<file path="config.mk">
export PLATFORM = sky130hd
export DESIGN_NAME = rv_core_top
export DESIGN_NICKNAME = d
export VERILOG_FILES = /design/src/logic/rv_pkg.sv /design/src/logic/decode_if.sv /design/src/logic/rv_decoder.sv /design/src/logic/rv_regfile.sv /design/src/logic/rv_execute.sv /design/src/logic/rv_core_top.sv
export SDC_FILE = /design/constraint.sdc
export NUM_CORES = 2
export LEC_CHECK = 0
export BUFFER_PORTS_ARGS = -buffer_cell sky130_fd_sc_hd__buf_2
export CORE_AREA = 2 2 475 477
export DETAILED_ROUTE_END_ITERATION = 8
export DIE_AREA = 0 0 477 479
export GPL_ROUTABILITY_DRIVEN = 0
export GPL_TIMING_DRIVEN = 0
export SYNTH_ARGS = -nofsm -noshare
export SYNTH_HDL_FRONTEND = slang
export SYNTH_SLANG_ARGS = --single-unit
</file>
<file path="constraint.sdc">
create_clock -name i_clock -period 9.49 [get_ports i_clock]
set_input_delay 0.4745 -clock i_clock [delete_from_list [all_inputs] [get_ports i_clock]]
set_output_delay 0.4745 -clock i_clock [all_outputs]
set_load 0.05 [all_outputs]
</file>
<file path="src/logic/rv_pkg.sv">
`default_nettype none

package rv_pkg;

	localparam int TAG_BITS = 8;

	// major opcodes
	localparam logic [6:0] OPC_LUI    = 7'b0110111;
	localparam logic [6:0] OPC_AUIPC  = 7'b0010111;
	localparam logic [6:0] OPC_JAL    = 7'b1101111;
	localparam logic [6:0] OPC_JALR   = 7'b1100111;
	localparam logic [6:0] OPC_BRANCH = 7'b1100011;
	localparam logic [6:0] OPC_LOAD   = 7'b0000011;
	localparam logic [6:0] OPC_STORE  = 7'b0100011;
	localparam logic [6:0] OPC_OP_IMM = 7'b0010011;
	localparam logic [6:0] OPC_OP     = 7'b0110011;

	localparam logic [3:0] ALU_ADD  = 4'd0;
	localparam logic [3:0] ALU_SUB  = 4'd1;
	localparam logic [3:0] ALU_SLL  = 4'd2;
	localparam logic [3:0] ALU_SLT  = 4'd3;
	localparam logic [3:0] ALU_SLTU = 4'd4;
	localparam logic [3:0] ALU_XOR  = 4'd5;
	localparam logic [3:0] ALU_SRL  = 4'd6;
	localparam logic [3:0] ALU_SRA  = 4'd7;
	localparam logic [3:0] ALU_OR   = 4'd8;
	localparam logic [3:0] ALU_AND  = 4'd9;
	// branch compares, result in bit 0
	localparam logic [3:0] ALU_EQ   = 4'd10;
	localparam logic [3:0] ALU_NE   = 4'd11;
	localparam logic [3:0] ALU_LT   = 4'd12;
	localparam logic [3:0] ALU_GE   = 4'd13;
	localparam logic [3:0] ALU_LTU  = 4'd14;
	localparam logic [3:0] ALU_GEU  = 4'd15;

	localparam logic [2:0] SEL_ZERO = 3'd0;
	localparam logic [2:0] SEL_RS1  = 3'd1;
	localparam logic [2:0] SEL_RS2  = 3'd2;
	localparam logic [2:0] SEL_PC   = 3'd3;
	localparam logic [2:0] SEL_IMM  = 3'd4;

	localparam logic [2:0] MEM_BYTE = 3'd0;
	localparam logic [2:0] MEM_HALF = 3'd1;
	localparam logic [2:0] MEM_WORD = 3'd2;

	// one instruction word, one view per base format
	typedef union packed {
		struct packed {
			logic [6:0] funct7;
			logic [4:0] rs2;
			logic [4:0] rs1;
			logic [2:0] funct3;
			logic [4:0] rd;
			logic [6:0] opcode;
		} r;
		struct packed {
			logic [11:0] imm;
			logic [4:0] rs1;
			logic [2:0] funct3;
			logic [4:0] rd;
			logic [6:0] opcode;
		} i;
		struct packed {
			logic [6:0] imm_11_5;
			logic [4:0] rs2;
			logic [4:0] rs1;
			logic [2:0] funct3;
			logic [4:0] imm_4_0;
			logic [6:0] opcode;
		} s;
		struct packed {
			logic imm_12;
			logic [5:0] imm_10_5;
			logic [4:0] rs2;
			logic [4:0] rs1;
			logic [2:0] funct3;
			logic [3:0] imm_4_1;
			logic imm_11;
			logic [6:0] opcode;
		} b;
		struct packed {
			logic [19:0] imm;
			logic [4:0] rd;
			logic [6:0] opcode;
		} u;
		struct packed {
			logic imm_20;
			logic [9:0] imm_10_1;
			logic imm_11;
			logic [7:0] imm_19_12;
			logic [4:0] rd;
			logic [6:0] opcode;
		} j;
	} rv_instr_u;

endpackage

`default_nettype wire

</file>
<file path="src/logic/decode_if.sv">
`timescale 1ns/1ns
`default_nettype none

interface decode_if;

	logic valid;
	logic busy;

	logic [31:0] pc;
	logic [rv_pkg::TAG_BITS-1:0] tag;
	logic [4:0] rs1;
	logic [4:0] rs2;
	logic [4:0] rd;
	logic [31:0] imm;

	logic [3:0] alu_op;
	logic [2:0] operand1;
	logic [2:0] operand2;

	logic is_arith;
	logic is_compare;
	logic is_jump;
	logic is_branch;

	logic mem_read;
	logic mem_write;
	logic [2:0] mem_width;
	logic mem_signed;

	modport decoder (
		output valid, pc, tag, rs1, rs2, rd, imm, alu_op, operand1, operand2,
		output is_arith, is_compare, is_jump, is_branch,
		output mem_read, mem_write, mem_width, mem_signed,
		input busy
	);

	modport execute (
		input valid, pc, tag, rs1, rs2, rd, imm, alu_op, operand1, operand2,
		input is_arith, is_compare, is_jump, is_branch,
		input mem_read, mem_write, mem_width, mem_signed,
		output busy
	);

endinterface

`default_nettype wire

</file>
<file path="src/logic/rv_decoder.sv">
`timescale 1ns/1ns
`default_nettype none

module rv_decoder (
	input wire i_clock,
	input wire i_reset,
	input wire i_fetch_valid,
	input wire [31:0] i_instruction,
	input wire [31:0] i_pc,
	input wire [rv_pkg::TAG_BITS-1:0] i_tag,
	output logic o_busy,
	output logic o_fault,
	decode_if.decoder dec
);

	rv_pkg::rv_instr_u word;
	logic [31:0] imm_i;
	logic [31:0] imm_s;
	logic [31:0] imm_b;
	logic [31:0] imm_u;
	logic [31:0] imm_j;
	logic [3:0] reg_alu;
	logic legal;
	logic has_rs1;
	logic has_rs2;
	logic has_rd;
	logic [31:0] imm;
	logic [3:0] alu_op;
	logic [2:0] sel1;
	logic [2:0] sel2;
	logic arith;
	logic compare;
	logic jump;
	logic branch;
	logic load;
	logic store;
	logic [2:0] mem_width;
	logic held;
	logic accept;

	assign word = i_instruction;

	assign imm_i = {{20{word.i.imm[11]}}, word.i.imm};
	assign imm_s = {{20{word.s.imm_11_5[6]}}, word.s.imm_11_5, word.s.imm_4_0};
	assign imm_b = {{19{word.b.imm_12}}, word.b.imm_12, word.b.imm_11, word.b.imm_10_5,
		word.b.imm_4_1, 1'b0};
	assign imm_u = {word.u.imm, 12'd0};
	assign imm_j = {{11{word.j.imm_20}}, word.j.imm_20, word.j.imm_19_12, word.j.imm_11,
		word.j.imm_10_1, 1'b0};

	// item waits here until execute takes it
	assign held = dec.valid && dec.busy;
	assign o_busy = dec.busy || held;
	assign accept = i_fetch_valid && !o_busy;

	// funct7 bit 5 selects sub (register form only) and sra
	always_comb begin
		case (word.r.funct3)
			3'b000: reg_alu = (word.r.opcode == rv_pkg::OPC_OP && word.r.funct7[5]) ?
				rv_pkg::ALU_SUB : rv_pkg::ALU_ADD;
			3'b001: reg_alu = rv_pkg::ALU_SLL;
			3'b010: reg_alu = rv_pkg::ALU_SLT;
			3'b011: reg_alu = rv_pkg::ALU_SLTU;
			3'b100: reg_alu = rv_pkg::ALU_XOR;
			3'b101: reg_alu = word.r.funct7[5] ? rv_pkg::ALU_SRA : rv_pkg::ALU_SRL;
			3'b110: reg_alu = rv_pkg::ALU_OR;
			default: reg_alu = rv_pkg::ALU_AND;
		endcase
	end

	always_comb begin
		legal = 1'b1;
		has_rs1 = 1'b0;
		has_rs2 = 1'b0;
		has_rd = 1'b0;
		imm = 32'd0;
		alu_op = rv_pkg::ALU_ADD;
		sel1 = rv_pkg::SEL_RS1;
		sel2 = rv_pkg::SEL_IMM;
		arith = 1'b0;
		compare = 1'b0;
		jump = 1'b0;
		branch = 1'b0;
		load = 1'b0;
		store = 1'b0;
		case (word.r.opcode)
			rv_pkg::OPC_LUI: begin
				has_rd = 1'b1;
				imm = imm_u;
				sel1 = rv_pkg::SEL_ZERO;
				arith = 1'b1;
			end
			rv_pkg::OPC_AUIPC: begin
				has_rd = 1'b1;
				imm = imm_u;
				sel1 = rv_pkg::SEL_PC;
				arith = 1'b1;
			end
			rv_pkg::OPC_JAL: begin
				has_rd = 1'b1;
				imm = imm_j;
				sel1 = rv_pkg::SEL_PC;
				jump = 1'b1;
			end
			rv_pkg::OPC_JALR: begin
				has_rs1 = 1'b1;
				has_rd = 1'b1;
				imm = imm_i;
				jump = 1'b1;
				legal = word.i.funct3 == 3'b000;
			end
			rv_pkg::OPC_BRANCH: begin
				has_rs1 = 1'b1;
				has_rs2 = 1'b1;
				imm = imm_b;
				sel2 = rv_pkg::SEL_RS2;
				branch = 1'b1;
				case (word.b.funct3)
					3'b000: alu_op = rv_pkg::ALU_EQ;
					3'b001: alu_op = rv_pkg::ALU_NE;
					3'b100: alu_op = rv_pkg::ALU_LT;
					3'b101: alu_op = rv_pkg::ALU_GE;
					3'b110: alu_op = rv_pkg::ALU_LTU;
					3'b111: alu_op = rv_pkg::ALU_GEU;
					default: legal = 1'b0;
				endcase
			end
			rv_pkg::OPC_LOAD: begin
				has_rs1 = 1'b1;
				has_rd = 1'b1;
				imm = imm_i;
				load = 1'b1;
				// lb lh lw lbu lhu
				legal = word.i.funct3[1:0] != 2'b11 && word.i.funct3[2:1] != 2'b11;
			end
			rv_pkg::OPC_STORE: begin
				has_rs1 = 1'b1;
				has_rs2 = 1'b1;
				imm = imm_s;
				store = 1'b1;
				legal = !word.s.funct3[2] && word.s.funct3[1:0] != 2'b11;
			end
			rv_pkg::OPC_OP_IMM: begin
				has_rs1 = 1'b1;
				has_rd = 1'b1;
				imm = imm_i;
				alu_op = reg_alu;
				compare = word.i.funct3[2:1] == 2'b01;
				arith = !compare;
				if (word.i.funct3 == 3'b001)
					legal = word.r.funct7 == 7'b0000000;
				else if (word.i.funct3 == 3'b101)
					legal = word.r.funct7 == 7'b0000000 || word.r.funct7 == 7'b0100000;
			end
			rv_pkg::OPC_OP: begin
				has_rs1 = 1'b1;
				has_rs2 = 1'b1;
				has_rd = 1'b1;
				sel2 = rv_pkg::SEL_RS2;
				alu_op = reg_alu;
				compare = word.r.funct3[2:1] == 2'b01;
				arith = !compare;
				// base set only, the M extension lands here as illegal
				legal = word.r.funct7 == 7'b0000000 || (word.r.funct7 == 7'b0100000 &&
					(word.r.funct3 == 3'b000 || word.r.funct3 == 3'b101));
			end
			default: legal = 1'b0;
		endcase
	end

	always_comb begin
		case (word.i.funct3[1:0])
			2'b00: mem_width = rv_pkg::MEM_BYTE;
			2'b01: mem_width = rv_pkg::MEM_HALF;
			default: mem_width = rv_pkg::MEM_WORD;
		endcase
	end

	always_ff @(posedge i_clock) begin
		if (i_reset) begin
			dec.valid <= 1'b0;
			o_fault <= 1'b0;
		end
		else begin
			if (!held)
				dec.valid <= 1'b0;
			if (accept) begin
				dec.valid <= legal;
				if (!legal)
					o_fault <= 1'b1;
			end
		end
	end

	always_ff @(posedge i_clock) begin
		if (accept) begin
			dec.pc <= i_pc;
			dec.tag <= i_tag;
			dec.rs1 <= has_rs1 ? word.r.rs1 : 5'd0;
			dec.rs2 <= has_rs2 ? word.r.rs2 : 5'd0;
			dec.rd <= has_rd ? word.r.rd : 5'd0;
			dec.imm <= imm;
			dec.alu_op <= alu_op;
			dec.operand1 <= sel1;
			dec.operand2 <= sel2;
			dec.is_arith <= arith;
			dec.is_compare <= compare;
			dec.is_jump <= jump;
			dec.is_branch <= branch;
			dec.mem_read <= load;
			dec.mem_write <= store;
			dec.mem_width <= (load || store) ? mem_width : rv_pkg::MEM_BYTE;
			dec.mem_signed <= load && !word.i.funct3[2];
		end
	end

endmodule

`default_nettype wire

</file>
<file path="src/logic/rv_regfile.sv">
`timescale 1ns/1ns
`default_nettype none

module rv_regfile (
	input wire i_clock,
	input wire i_reset,
	input wire [4:0] i_rs1,
	input wire [4:0] i_rs2,
	output logic [31:0] o_rs1_data,
	output logic [31:0] o_rs2_data,
	input wire i_write,
	input wire [4:0] i_rd,
	input wire [31:0] i_rd_data
);

	// x0 has no storage
	logic [31:0] regs [1:31];

	// a write in the same cycle is forwarded to the reader
	function automatic logic [31:0] read_port(input logic [4:0] index);
		if (index == 5'd0)
			return 32'd0;
		if (i_write && index == i_rd)
			return i_rd_data;
		return regs[index];
	endfunction

	always_ff @(posedge i_clock) begin
		if (i_reset) begin
			for (int n = 1; n < 32; n++) begin
				regs[n] <= 32'd0;
			end
		end
		else if (i_write && i_rd != 5'd0) begin
			regs[i_rd] <= i_rd_data;
		end
	end

	always_comb begin
		o_rs1_data = read_port(i_rs1);
		o_rs2_data = read_port(i_rs2);
	end

endmodule

`default_nettype wire

</file>
<file path="src/logic/rv_execute.sv">
`timescale 1ns/1ns
`default_nettype none

module rv_execute (
	input wire i_clock,
	input wire i_reset,
	decode_if.execute dec,
	output logic [4:0] o_rs1,
	output logic [4:0] o_rs2,
	input wire [31:0] i_rs1_data,
	input wire [31:0] i_rs2_data,
	output logic o_write,
	output logic [4:0] o_rd,
	output logic [31:0] o_rd_data,
	output logic o_valid,
	output logic [rv_pkg::TAG_BITS-1:0] o_tag,
	output logic [31:0] o_pc,
	output logic [4:0] o_rd_index,
	output logic [31:0] o_result,
	output logic o_redirect,
	output logic [31:0] o_target
);

	logic take;
	logic active;
	logic finish;
	logic [31:0] sel_a;
	logic [31:0] sel_b;
	logic [31:0] op_a;
	logic [31:0] op_b;
	logic [31:0] st_pc;
	logic [31:0] st_imm;
	logic [rv_pkg::TAG_BITS-1:0] st_tag;
	logic [4:0] st_rd;
	logic [3:0] st_alu;
	logic st_write;
	logic st_jump;
	logic st_jalr;
	logic st_branch;
	logic [4:0] shift_count;
	logic is_shift;
	logic [31:0] alu_out;
	logic [31:0] result;
	logic redirect;
	logic [31:0] target;

	function automatic logic [31:0] pick(
		input logic [2:0] sel,
		input logic [31:0] rs1,
		input logic [31:0] rs2,
		input logic [31:0] pc,
		input logic [31:0] imm
	);
		case (sel)
			rv_pkg::SEL_RS1: return rs1;
			rv_pkg::SEL_RS2: return rs2;
			rv_pkg::SEL_PC: return pc;
			rv_pkg::SEL_IMM: return imm;
			default: return 32'd0;
		endcase
	endfunction

	assign o_rs1 = dec.rs1;
	assign o_rs2 = dec.rs2;
	assign sel_a = pick(dec.operand1, i_rs1_data, i_rs2_data, dec.pc, dec.imm);
	assign sel_b = pick(dec.operand2, i_rs1_data, i_rs2_data, dec.pc, dec.imm);

	assign is_shift = st_alu == rv_pkg::ALU_SLL || st_alu == rv_pkg::ALU_SRL ||
		st_alu == rv_pkg::ALU_SRA;
	assign finish = active && !(is_shift && shift_count != 5'd0);
	assign dec.busy = active && !finish;
	assign take = dec.valid && !dec.busy;

	always_comb begin
		case (st_alu)
			rv_pkg::ALU_ADD: alu_out = op_a + op_b;
			rv_pkg::ALU_SUB: alu_out = op_a - op_b;
			rv_pkg::ALU_SLT, rv_pkg::ALU_LT: alu_out = {31'd0, $signed(op_a) < $signed(op_b)};
			rv_pkg::ALU_SLTU, rv_pkg::ALU_LTU: alu_out = {31'd0, op_a < op_b};
			rv_pkg::ALU_XOR: alu_out = op_a ^ op_b;
			rv_pkg::ALU_OR: alu_out = op_a | op_b;
			rv_pkg::ALU_AND: alu_out = op_a & op_b;
			rv_pkg::ALU_EQ: alu_out = {31'd0, op_a == op_b};
			rv_pkg::ALU_NE: alu_out = {31'd0, op_a != op_b};
			rv_pkg::ALU_GE: alu_out = {31'd0, $signed(op_a) >= $signed(op_b)};
			rv_pkg::ALU_GEU: alu_out = {31'd0, op_a >= op_b};
			// shifts have already been applied to op_a
			default: alu_out = op_a;
		endcase
	end

	assign result = st_jump ? st_pc + 32'd4 : alu_out;
	assign redirect = st_jump || (st_branch && alu_out[0]);
	assign target = st_jalr ? {alu_out[31:1], 1'b0} : st_pc + st_imm;

	assign o_write = finish && st_write;
	assign o_rd = st_rd;
	assign o_rd_data = result;

	always_ff @(posedge i_clock) begin
		if (i_reset) begin
			active <= 1'b0;
			o_valid <= 1'b0;
			o_redirect <= 1'b0;
		end
		else begin
			o_valid <= finish;
			o_redirect <= finish && redirect;
			if (take)
				active <= 1'b1;
			else if (finish)
				active <= 1'b0;
		end
	end

	always_ff @(posedge i_clock) begin
		if (take) begin
			op_a <= sel_a;
			op_b <= sel_b;
			shift_count <= sel_b[4:0];
			st_pc <= dec.pc;
			st_imm <= dec.imm;
			st_tag <= dec.tag;
			st_rd <= dec.rd;
			st_alu <= dec.alu_op;
			st_write <= dec.is_arith || dec.is_compare || dec.is_jump;
			st_jump <= dec.is_jump;
			st_jalr <= dec.is_jump && dec.operand1 == rv_pkg::SEL_RS1;
			st_branch <= dec.is_branch;
		end
		else if (active && !finish) begin
			// one bit per cycle
			shift_count <= shift_count - 5'd1;
			case (st_alu)
				rv_pkg::ALU_SLL: op_a <= {op_a[30:0], 1'b0};
				rv_pkg::ALU_SRL: op_a <= {1'b0, op_a[31:1]};
				default: op_a <= {op_a[31], op_a[31:1]};
			endcase
		end
	end

	always_ff @(posedge i_clock) begin
		if (finish) begin
			o_tag <= st_tag;
			o_pc <= st_pc;
			o_rd_index <= st_write ? st_rd : 5'd0;
			o_result <= result;
			o_target <= target;
		end
	end

endmodule

`default_nettype wire

</file>
<file path="src/logic/rv_core_top.sv">
`timescale 1ns/1ns
`default_nettype none

module rv_core_top (
	input wire i_clock,
	input wire i_reset,
	input wire i_fetch_valid,
	input wire [31:0] i_instruction,
	input wire [31:0] i_pc,
	input wire [rv_pkg::TAG_BITS-1:0] i_tag,
	output logic o_busy,
	output logic o_fault,
	output logic o_valid,
	output logic [rv_pkg::TAG_BITS-1:0] o_tag,
	output logic [31:0] o_pc,
	output logic [4:0] o_rd_index,
	output logic [31:0] o_result,
	output logic o_redirect,
	output logic [31:0] o_target
);

	decode_if dec_if ();

	logic [4:0] rs1;
	logic [4:0] rs2;
	logic [31:0] rs1_data;
	logic [31:0] rs2_data;
	logic write;
	logic [4:0] rd;
	logic [31:0] rd_data;

	rv_decoder rv_decoder_i (
		.i_clock(i_clock),
		.i_reset(i_reset),
		.i_fetch_valid(i_fetch_valid),
		.i_instruction(i_instruction),
		.i_pc(i_pc),
		.i_tag(i_tag),
		.o_busy(o_busy),
		.o_fault(o_fault),
		.dec(dec_if.decoder)
	);

	rv_regfile rv_regfile_i (
		.i_clock(i_clock),
		.i_reset(i_reset),
		.i_rs1(rs1),
		.i_rs2(rs2),
		.o_rs1_data(rs1_data),
		.o_rs2_data(rs2_data),
		.i_write(write),
		.i_rd(rd),
		.i_rd_data(rd_data)
	);

	rv_execute rv_execute_i (
		.i_clock(i_clock),
		.i_reset(i_reset),
		.dec(dec_if.execute),
		.o_rs1(rs1),
		.o_rs2(rs2),
		.i_rs1_data(rs1_data),
		.i_rs2_data(rs2_data),
		.o_write(write),
		.o_rd(rd),
		.o_rd_data(rd_data),
		.o_valid(o_valid),
		.o_tag(o_tag),
		.o_pc(o_pc),
		.o_rd_index(o_rd_index),
		.o_result(o_result),
		.o_redirect(o_redirect),
		.o_target(o_target)
	);

endmodule

`default_nettype wire

</file>
; Word level (Yosys, flattened, before mapping)
; Memories as Yosys holds them, arrays and structs flattened. A register that Yosys moved wholly into a read port is not among the register bits.
; Index checks and enable logic that the tools add are counted.
[totals]
input_bits = 75
register_bits = 369
word_cells = 215
ram_bits = 992
out_inout_bits = 113
n_memories = 1
[classes]
add_sub_neg = 5
n_reduce_logical = 58
n_lt_le_gt_ge = 4
eq_ne = 48
n_bitwise = 4
muxes = 58
[memory_table]
columns = memory, depth, width, rd, rd_clocked_by_memory_dff, write_ports, line_no
row1 = rv_regfile_i.regs, 31, 32, 2, 2, 31, rv_regfile.sv:17  ; logic [31:0] regs [1:31];
[ops]
columns = cell, n
row1 = 32-bit 2-to-1 mux, 13
row2 = 32-bit case mux with 11 select lines, 1
row3 = 32-bit case mux with 4 select lines, 2
row4 = 32-bit case mux with 5 select lines, 1
row5 = 32-bit adder, 2
row6 = 32-bit >= comparator, 2
row7 = 32-bit less-than comparator, 2
row8 = 32-bit case mux with 2 select lines, 1
row9 = 5-bit 2-to-1 mux, 7
row10 = 32-bit by 3-bit adder with 32-bit output (second input constant), 1
row11 = 32-bit AND, 1
row12 = 32-bit == test, 1
row13 = 4-bit == test (second input constant), 8
row14 = 32-bit != test, 1
row15 = 32-bit bitwise OR, 1
row16 = 32-bit OR reduction, 1
row17 = 32-bit subtractor, 1
row18 = 32-bit bitwise XOR, 1
row19 = 7-bit by 6-bit == test with 1-bit output (second input constant), 4
row20 = 4-bit case mux with 7 select lines, 1
row21 = 1-bit 2-to-1 mux, 26
row22 = 4-bit case mux with 6 select lines, 1
row23 = 7-bit == test (second input constant), 3
row24 = 3-bit by 2-bit == test with 1-bit output (second input constant), 6
row25 = 32 further kinds, 89

; Logic depth before layout (Yosys ltp)
[depth]
word_depth = 14
mapped_depth = 15
depth_no_buf = 13

; By module
; A second synthesis with hierarchy kept.
[hier_totals]
hier_cells = 6020
hier_area_um2 = 77789.6
[by_module_without_submodules]
columns = mod, seq_area_each_um2, area_per_inst_um2, n_inst, cells_each
row1 = rv_regfile, 30749.5, 55185.4, 1, 3855
row2 = rv_execute, 7957.6, 18407.7, 1, 1902
row3 = rv_decoder, 3163.0, 4196.5, 1, 263

; Worst setup path before layout
; OpenSTA, ideal clock, no wires.
[synth_path]
path_type = register -> register
startpoint = register rv_execute_i.shift_count[0]
endpoint = register rv_execute_i.shift_count[2] (data pin)
path_stages_with_launch = 11
slack_ns = 3.588
arrival_ns = 5.632
synth_period_minus_slack_ns = 5.902
path_buffers = 1
setup_time_ns = 0.271
required_time_ns = 9.219
cell_sequence = edfxtp_1 > inv_1 > ha_1 > or4b_1 > nand3_1 > nand2_1 > inv_2 > clkbuf_1 > o21ai_0 > o21ai_0 > nand2_1
[synth_via]
elab_cells_between_ends = 25
cone_classes = add/sub (1) / mux (13) / reduce/logical (11)
[synth_rtl]
columns = element, line_no
row1 = start: declaration, rv_execute.sv:40  ; logic [4:0] shift_count;
row2 = start signal: assignment, rv_execute.sv:120  ; shift_count <= sel_b[4:0];
row3 = start signal: assignment, rv_execute.sv:133  ; shift_count <= shift_count - 5'd1;
row4 = 5-bit nonzero test, rv_execute.sv:70  ; assign finish = active && !(is_shift && shift_count != 5'd0);
row5 = 1-bit logical AND, rv_execute.sv:70
row6 = 1-bit zero test, rv_execute.sv:70
row7 = 1-bit logical AND, rv_execute.sv:70
row8 = 1-bit zero test, rv_execute.sv:71  ; assign dec.busy = active && !finish;
row9 = 1-bit logical AND, rv_execute.sv:71
row10 = 1-bit zero test, rv_execute.sv:72  ; assign take = dec.valid && !dec.busy;
row11 = 1-bit logical AND, rv_execute.sv:72
row12 = named net rv_execute_i.take, rv_execute.sv:24  ; logic take;
row13 = 5-bit 2-to-1 mux, rv_execute.sv:117  ; if (take) begin
; The timed path passes the listed nets, and every way through them passes these cells. The select of a mux whose other input is x is not followed.
; A chain may end at the register's enable or synchronous reset.

==> impl_results.md <==
- Status: complete, but fails checks
- Failing checks: max-capacitance violations, max-slew violations
- Initial drt markers: 11500
- R2r setup slk: roughly 3.1 ns
- Via count: 59100
- Worst-path cell chain: buf_1 -> clkbuf_1 -> clkbuf_2 -> mux4_2 -> mux4_2 -> mux2i_1 -> nor2_1 -> a311oi_1 -> o21ai_0
- Endpoints failing hold: 0
- Type of origin of the critical path: flip-flop
- Syn Area/Cell: 13.5 µm²
- Post-CTS Hold Fix Bufs: 55
- Post-synth top area share: 55.2%
- Post-CTS sizing: 0
- Post-Synth XOR/XNOR Area: 0.778%
- Fillers: 21100
- Post-detailed-routing wire length: 339000 µm
- RSZ-0062 raised after global routing: no
- Post-synth top flop: edfxtp_1
- WHS Endpoint: rv_decoder_i.dec.imm[30]$_DFFE_PP_
- RR Endpoint: rv_execute_i.op_a[0]$_DFFE_PP_
- Hold Crit Start: i_instruction[30]
- Layout Skew: about 0.076 ns
- Pin count of the biggest net entering global routing: 64
- Leak Pwr: around 30 nW
- Busiest grt layer: met2
- Cts bufs inserted: 152
- Crit. End Element: flip-flop
- Buffer count from post-CTS setup fixing: 0
- VDD IR-drop max: ~0.22 mV
- CTS tree: built
- Post-synthesis mux area share: 20.4%
- Hold depth: 2
- M3 GR Usage: between 10 and 15%
- Vias in the first global route: between 50000 and 60000
- Min cycle time layout: 6.35 ns
- Post-Synth Adder-Cell Area: 2.30%
- Most frequent cell after synthesis: edfxtp_1
- Setup TNS: 0 ns
- Core Util, Final: 38.8%
- Avg WL per Cell: 36.9 µm
- Worst stage delay on the critical path: 1.10 ns
- M1 GR Usage: about a third
- Max-slew violations: about 130
- Yosys cell types: 95
- Commonest cells post-synth: 1386 x edfxtp_1, 1105 x nor2_1, 640 x mux4_2, 332 x clkbuf_1, 255 x nand2_1
- Antenna violations before repair: 26
- Ranking of synthesized cells by area: edfxtp_1 55%, mux4_2 19%, nor2_1 5.5%
- CP max FO: 11
- FFs w/ async S/R, synth: 0%
- Post-route ant nets: 0
- Share of cells above drive strength 1: 22.0%
- Core area: 224000 µm²
- Synth area leader: edfxtp_1
- Die extent in y: approximately 480 µm
- Mean number of vias per cell: 6.44
- # rows: 174
- Remaining Overflow, GRT: 0
- Hold Path Class: in -> reg
- Post-synth EDFFs: 1386
- Chip width: ~480 µm
- Crit-path slowest cell: clkbuf_1
- Max-cap violations: 13
- Cell mode on critical path: mux4_2
- Crit path DAT: 6.87 ns
- First-pass GRT wire length: 453000 µm
- CTS Sinks: 1401
- GRT Overall Usage: 28.7%
- Die Area: 228000 µm²
- H-Tree Depth: 4
- Final layout net count: 6263
- Pwr Density: 160 nW/µm²
- Fmax: approximately 160 MHz
- Worst slew margin: -10.4%
- Cell Area, Synth: ~75000 µm²
- Initial core utilization: 33.7%
- Post-DP HPWL: ~240000 µm
- Largest family of logic cells by synthesized area: multiplexers
- Met2 GRT Util: 41.1%
- Hold WS: 0.0251 ns
- Syn Inst Count: 5576
- Fin crit share: 66.9%
- Drt first pass iters: 9
- Synth Area in Simple Gates: 9.93%
- Clk_lat worst skew: about 0.86 ns
- PortBufs: ~190
- R2R depth: 9
- Setup violators final: 0
- Critical path type: reg -> reg
- Ports: 188
- Worst-Margin Slew: 1.66 ns
- CP required: 10.01 ns
- Synth Warn #: 0
- Root buf cell: clkbuf_16
- Synth Area in Compound Gates: 7.53%
- Seq/Total Area, Yosys: 55.6%
- Area Overhead vs Synth: 15.0%
- DRC errors left: 0
- Bufs on Longest Clock Path: 3
- Yosys reg bits: 1401
- Clock Pin Slew Worst Setup and Hold Paths: 0.06 ns
==> kinds of logic after synthesis <==
kind of cell / after synthesis
compound gates: 841
buf+inv: 647
mux: 737
flops: 1401
xor+xnor: 67
other cells: 1
fa+ha+maj: 137
simple gates: 1745
==> report_power, final <==
group          internal [mW]  switching [mW]
clock network           3.26            2.73
logic                  0.311           0.513
registers               6.97           0.118
total                   10.5            3.36
==> how the worst max path moves through the flow <==
stage	cells past startpoint	from	to	slack [ns]
finish	9	flip-flop	rv_execute_i.op_a[0]$_DFFE_PP_	3.14
global route	13	rv_execute_i.op_a[22]$_DFFE_PP_	rv_execute_i.o_result[0]$_DFFE_PP_	3.48
CTS	9	flip-flop	rv_execute_i.op_a[0]$_DFFE_PP_	3.66
detailed placement	9	flip-flop	rv_execute_i.op_a[18]$_DFFE_PP_	3.68
global placement	11	rv_execute_i.st_alu[0]$_DFFE_PP_	rv_execute_i.shift_count[2]$_DFFE_PP_	-0.13
floorplan	10	rv_execute_i.shift_count[0]$_DFFE_PP_	rv_execute_i.shift_count[2]$_DFFE_PP_	3.59
==> routing by layer <==
layer | share of wire (%) | vias up
met3 | 17 | 1378
met4 | 8.9 | 18
li1 | - | 22500
met2 | 41 | 5684
met1 | 33 | 29500
met5 | 0.12 | -
==> sequential cells by signal, summed over array words and instances, names as in the netlist, 5 cells and up, named ones only <==
register,cells
rv_execute_i.o_rd_index,5
rv_execute_i.st_pc,32
rv_decoder_i.dec.pc,32
rv_execute_i.op_a,32
rv_execute_i.o_pc,32
rv_decoder_i.dec.rs2,5
rv_execute_i.st_imm,32
rv_regfile_i.regs,1024
rv_decoder_i.dec.tag,8
rv_execute_i.st_tag,8
rv_execute_i.o_target,32
rv_execute_i.o_tag,8
rv_execute_i.o_result,32
rv_decoder_i.dec.imm,32
rv_decoder_i.dec.rd,5
rv_execute_i.shift_count,5
rv_decoder_i.dec.rs1,5
rv_execute_i.op_b,32
rv_execute_i.o_rd,5
==> final cells by class <==
type                    instances  area [µm²]  area share [%]
clock buffers                 185        3970            4.57
multi-input cells            3559       31200            35.9
clock inverters                90         868            1.00
well taps                    2992        3740            4.31
diodes                         13        32.5          0.0375
repair buffers                290        2410            2.78
inverters                     167         632           0.728
plain buffers                 480        2040            2.35
flip-flops and latches       1401       41900            48.3
==> placed cells by master (no fill, tap or decap), drive strengths merged, types with 32 or more instances in the layout <==
master	count
dlygate4sd3	55
xnor2	44
clkbuf	521
nor2	1105
nor3	47
nor2b	47
ha	134
o21ai	156
conb	32
clkinv	69
and2	33
a31oi	33
a21oi	226
a211oi	44
o31ai	33
nand2b	50
inv	175
a21o	56
nand3	64
nand2	255
edfxtp	1386
buf	379
mux2i	68
mux4	640
==> worst max-delay path, delay by kind of cell (launching register included) <==
kind                   cells  cell delay (ns)
buffers and inverters      3             2.94
and+or+nand+nor            1             0.11
AOI/OAI and AO/OA          2             0.97
muxes                      3             1.28
DFF                        1             0.69
==> through the flow <==
stage	instance area (µm²)	power [mW]	cells	worst slack, ns
after floorplan	75600	7.58	5607	3.59
after global placement	80200	7.93	8784	-0.133
after detailed placement	81300	7.97	8832	3.68
after CTS	86700	13.8	9162	3.66
after global routing	86800	14.1	9165	3.48
final	86800	13.9	9177	3.14
(Power assumes the default switching activity.)
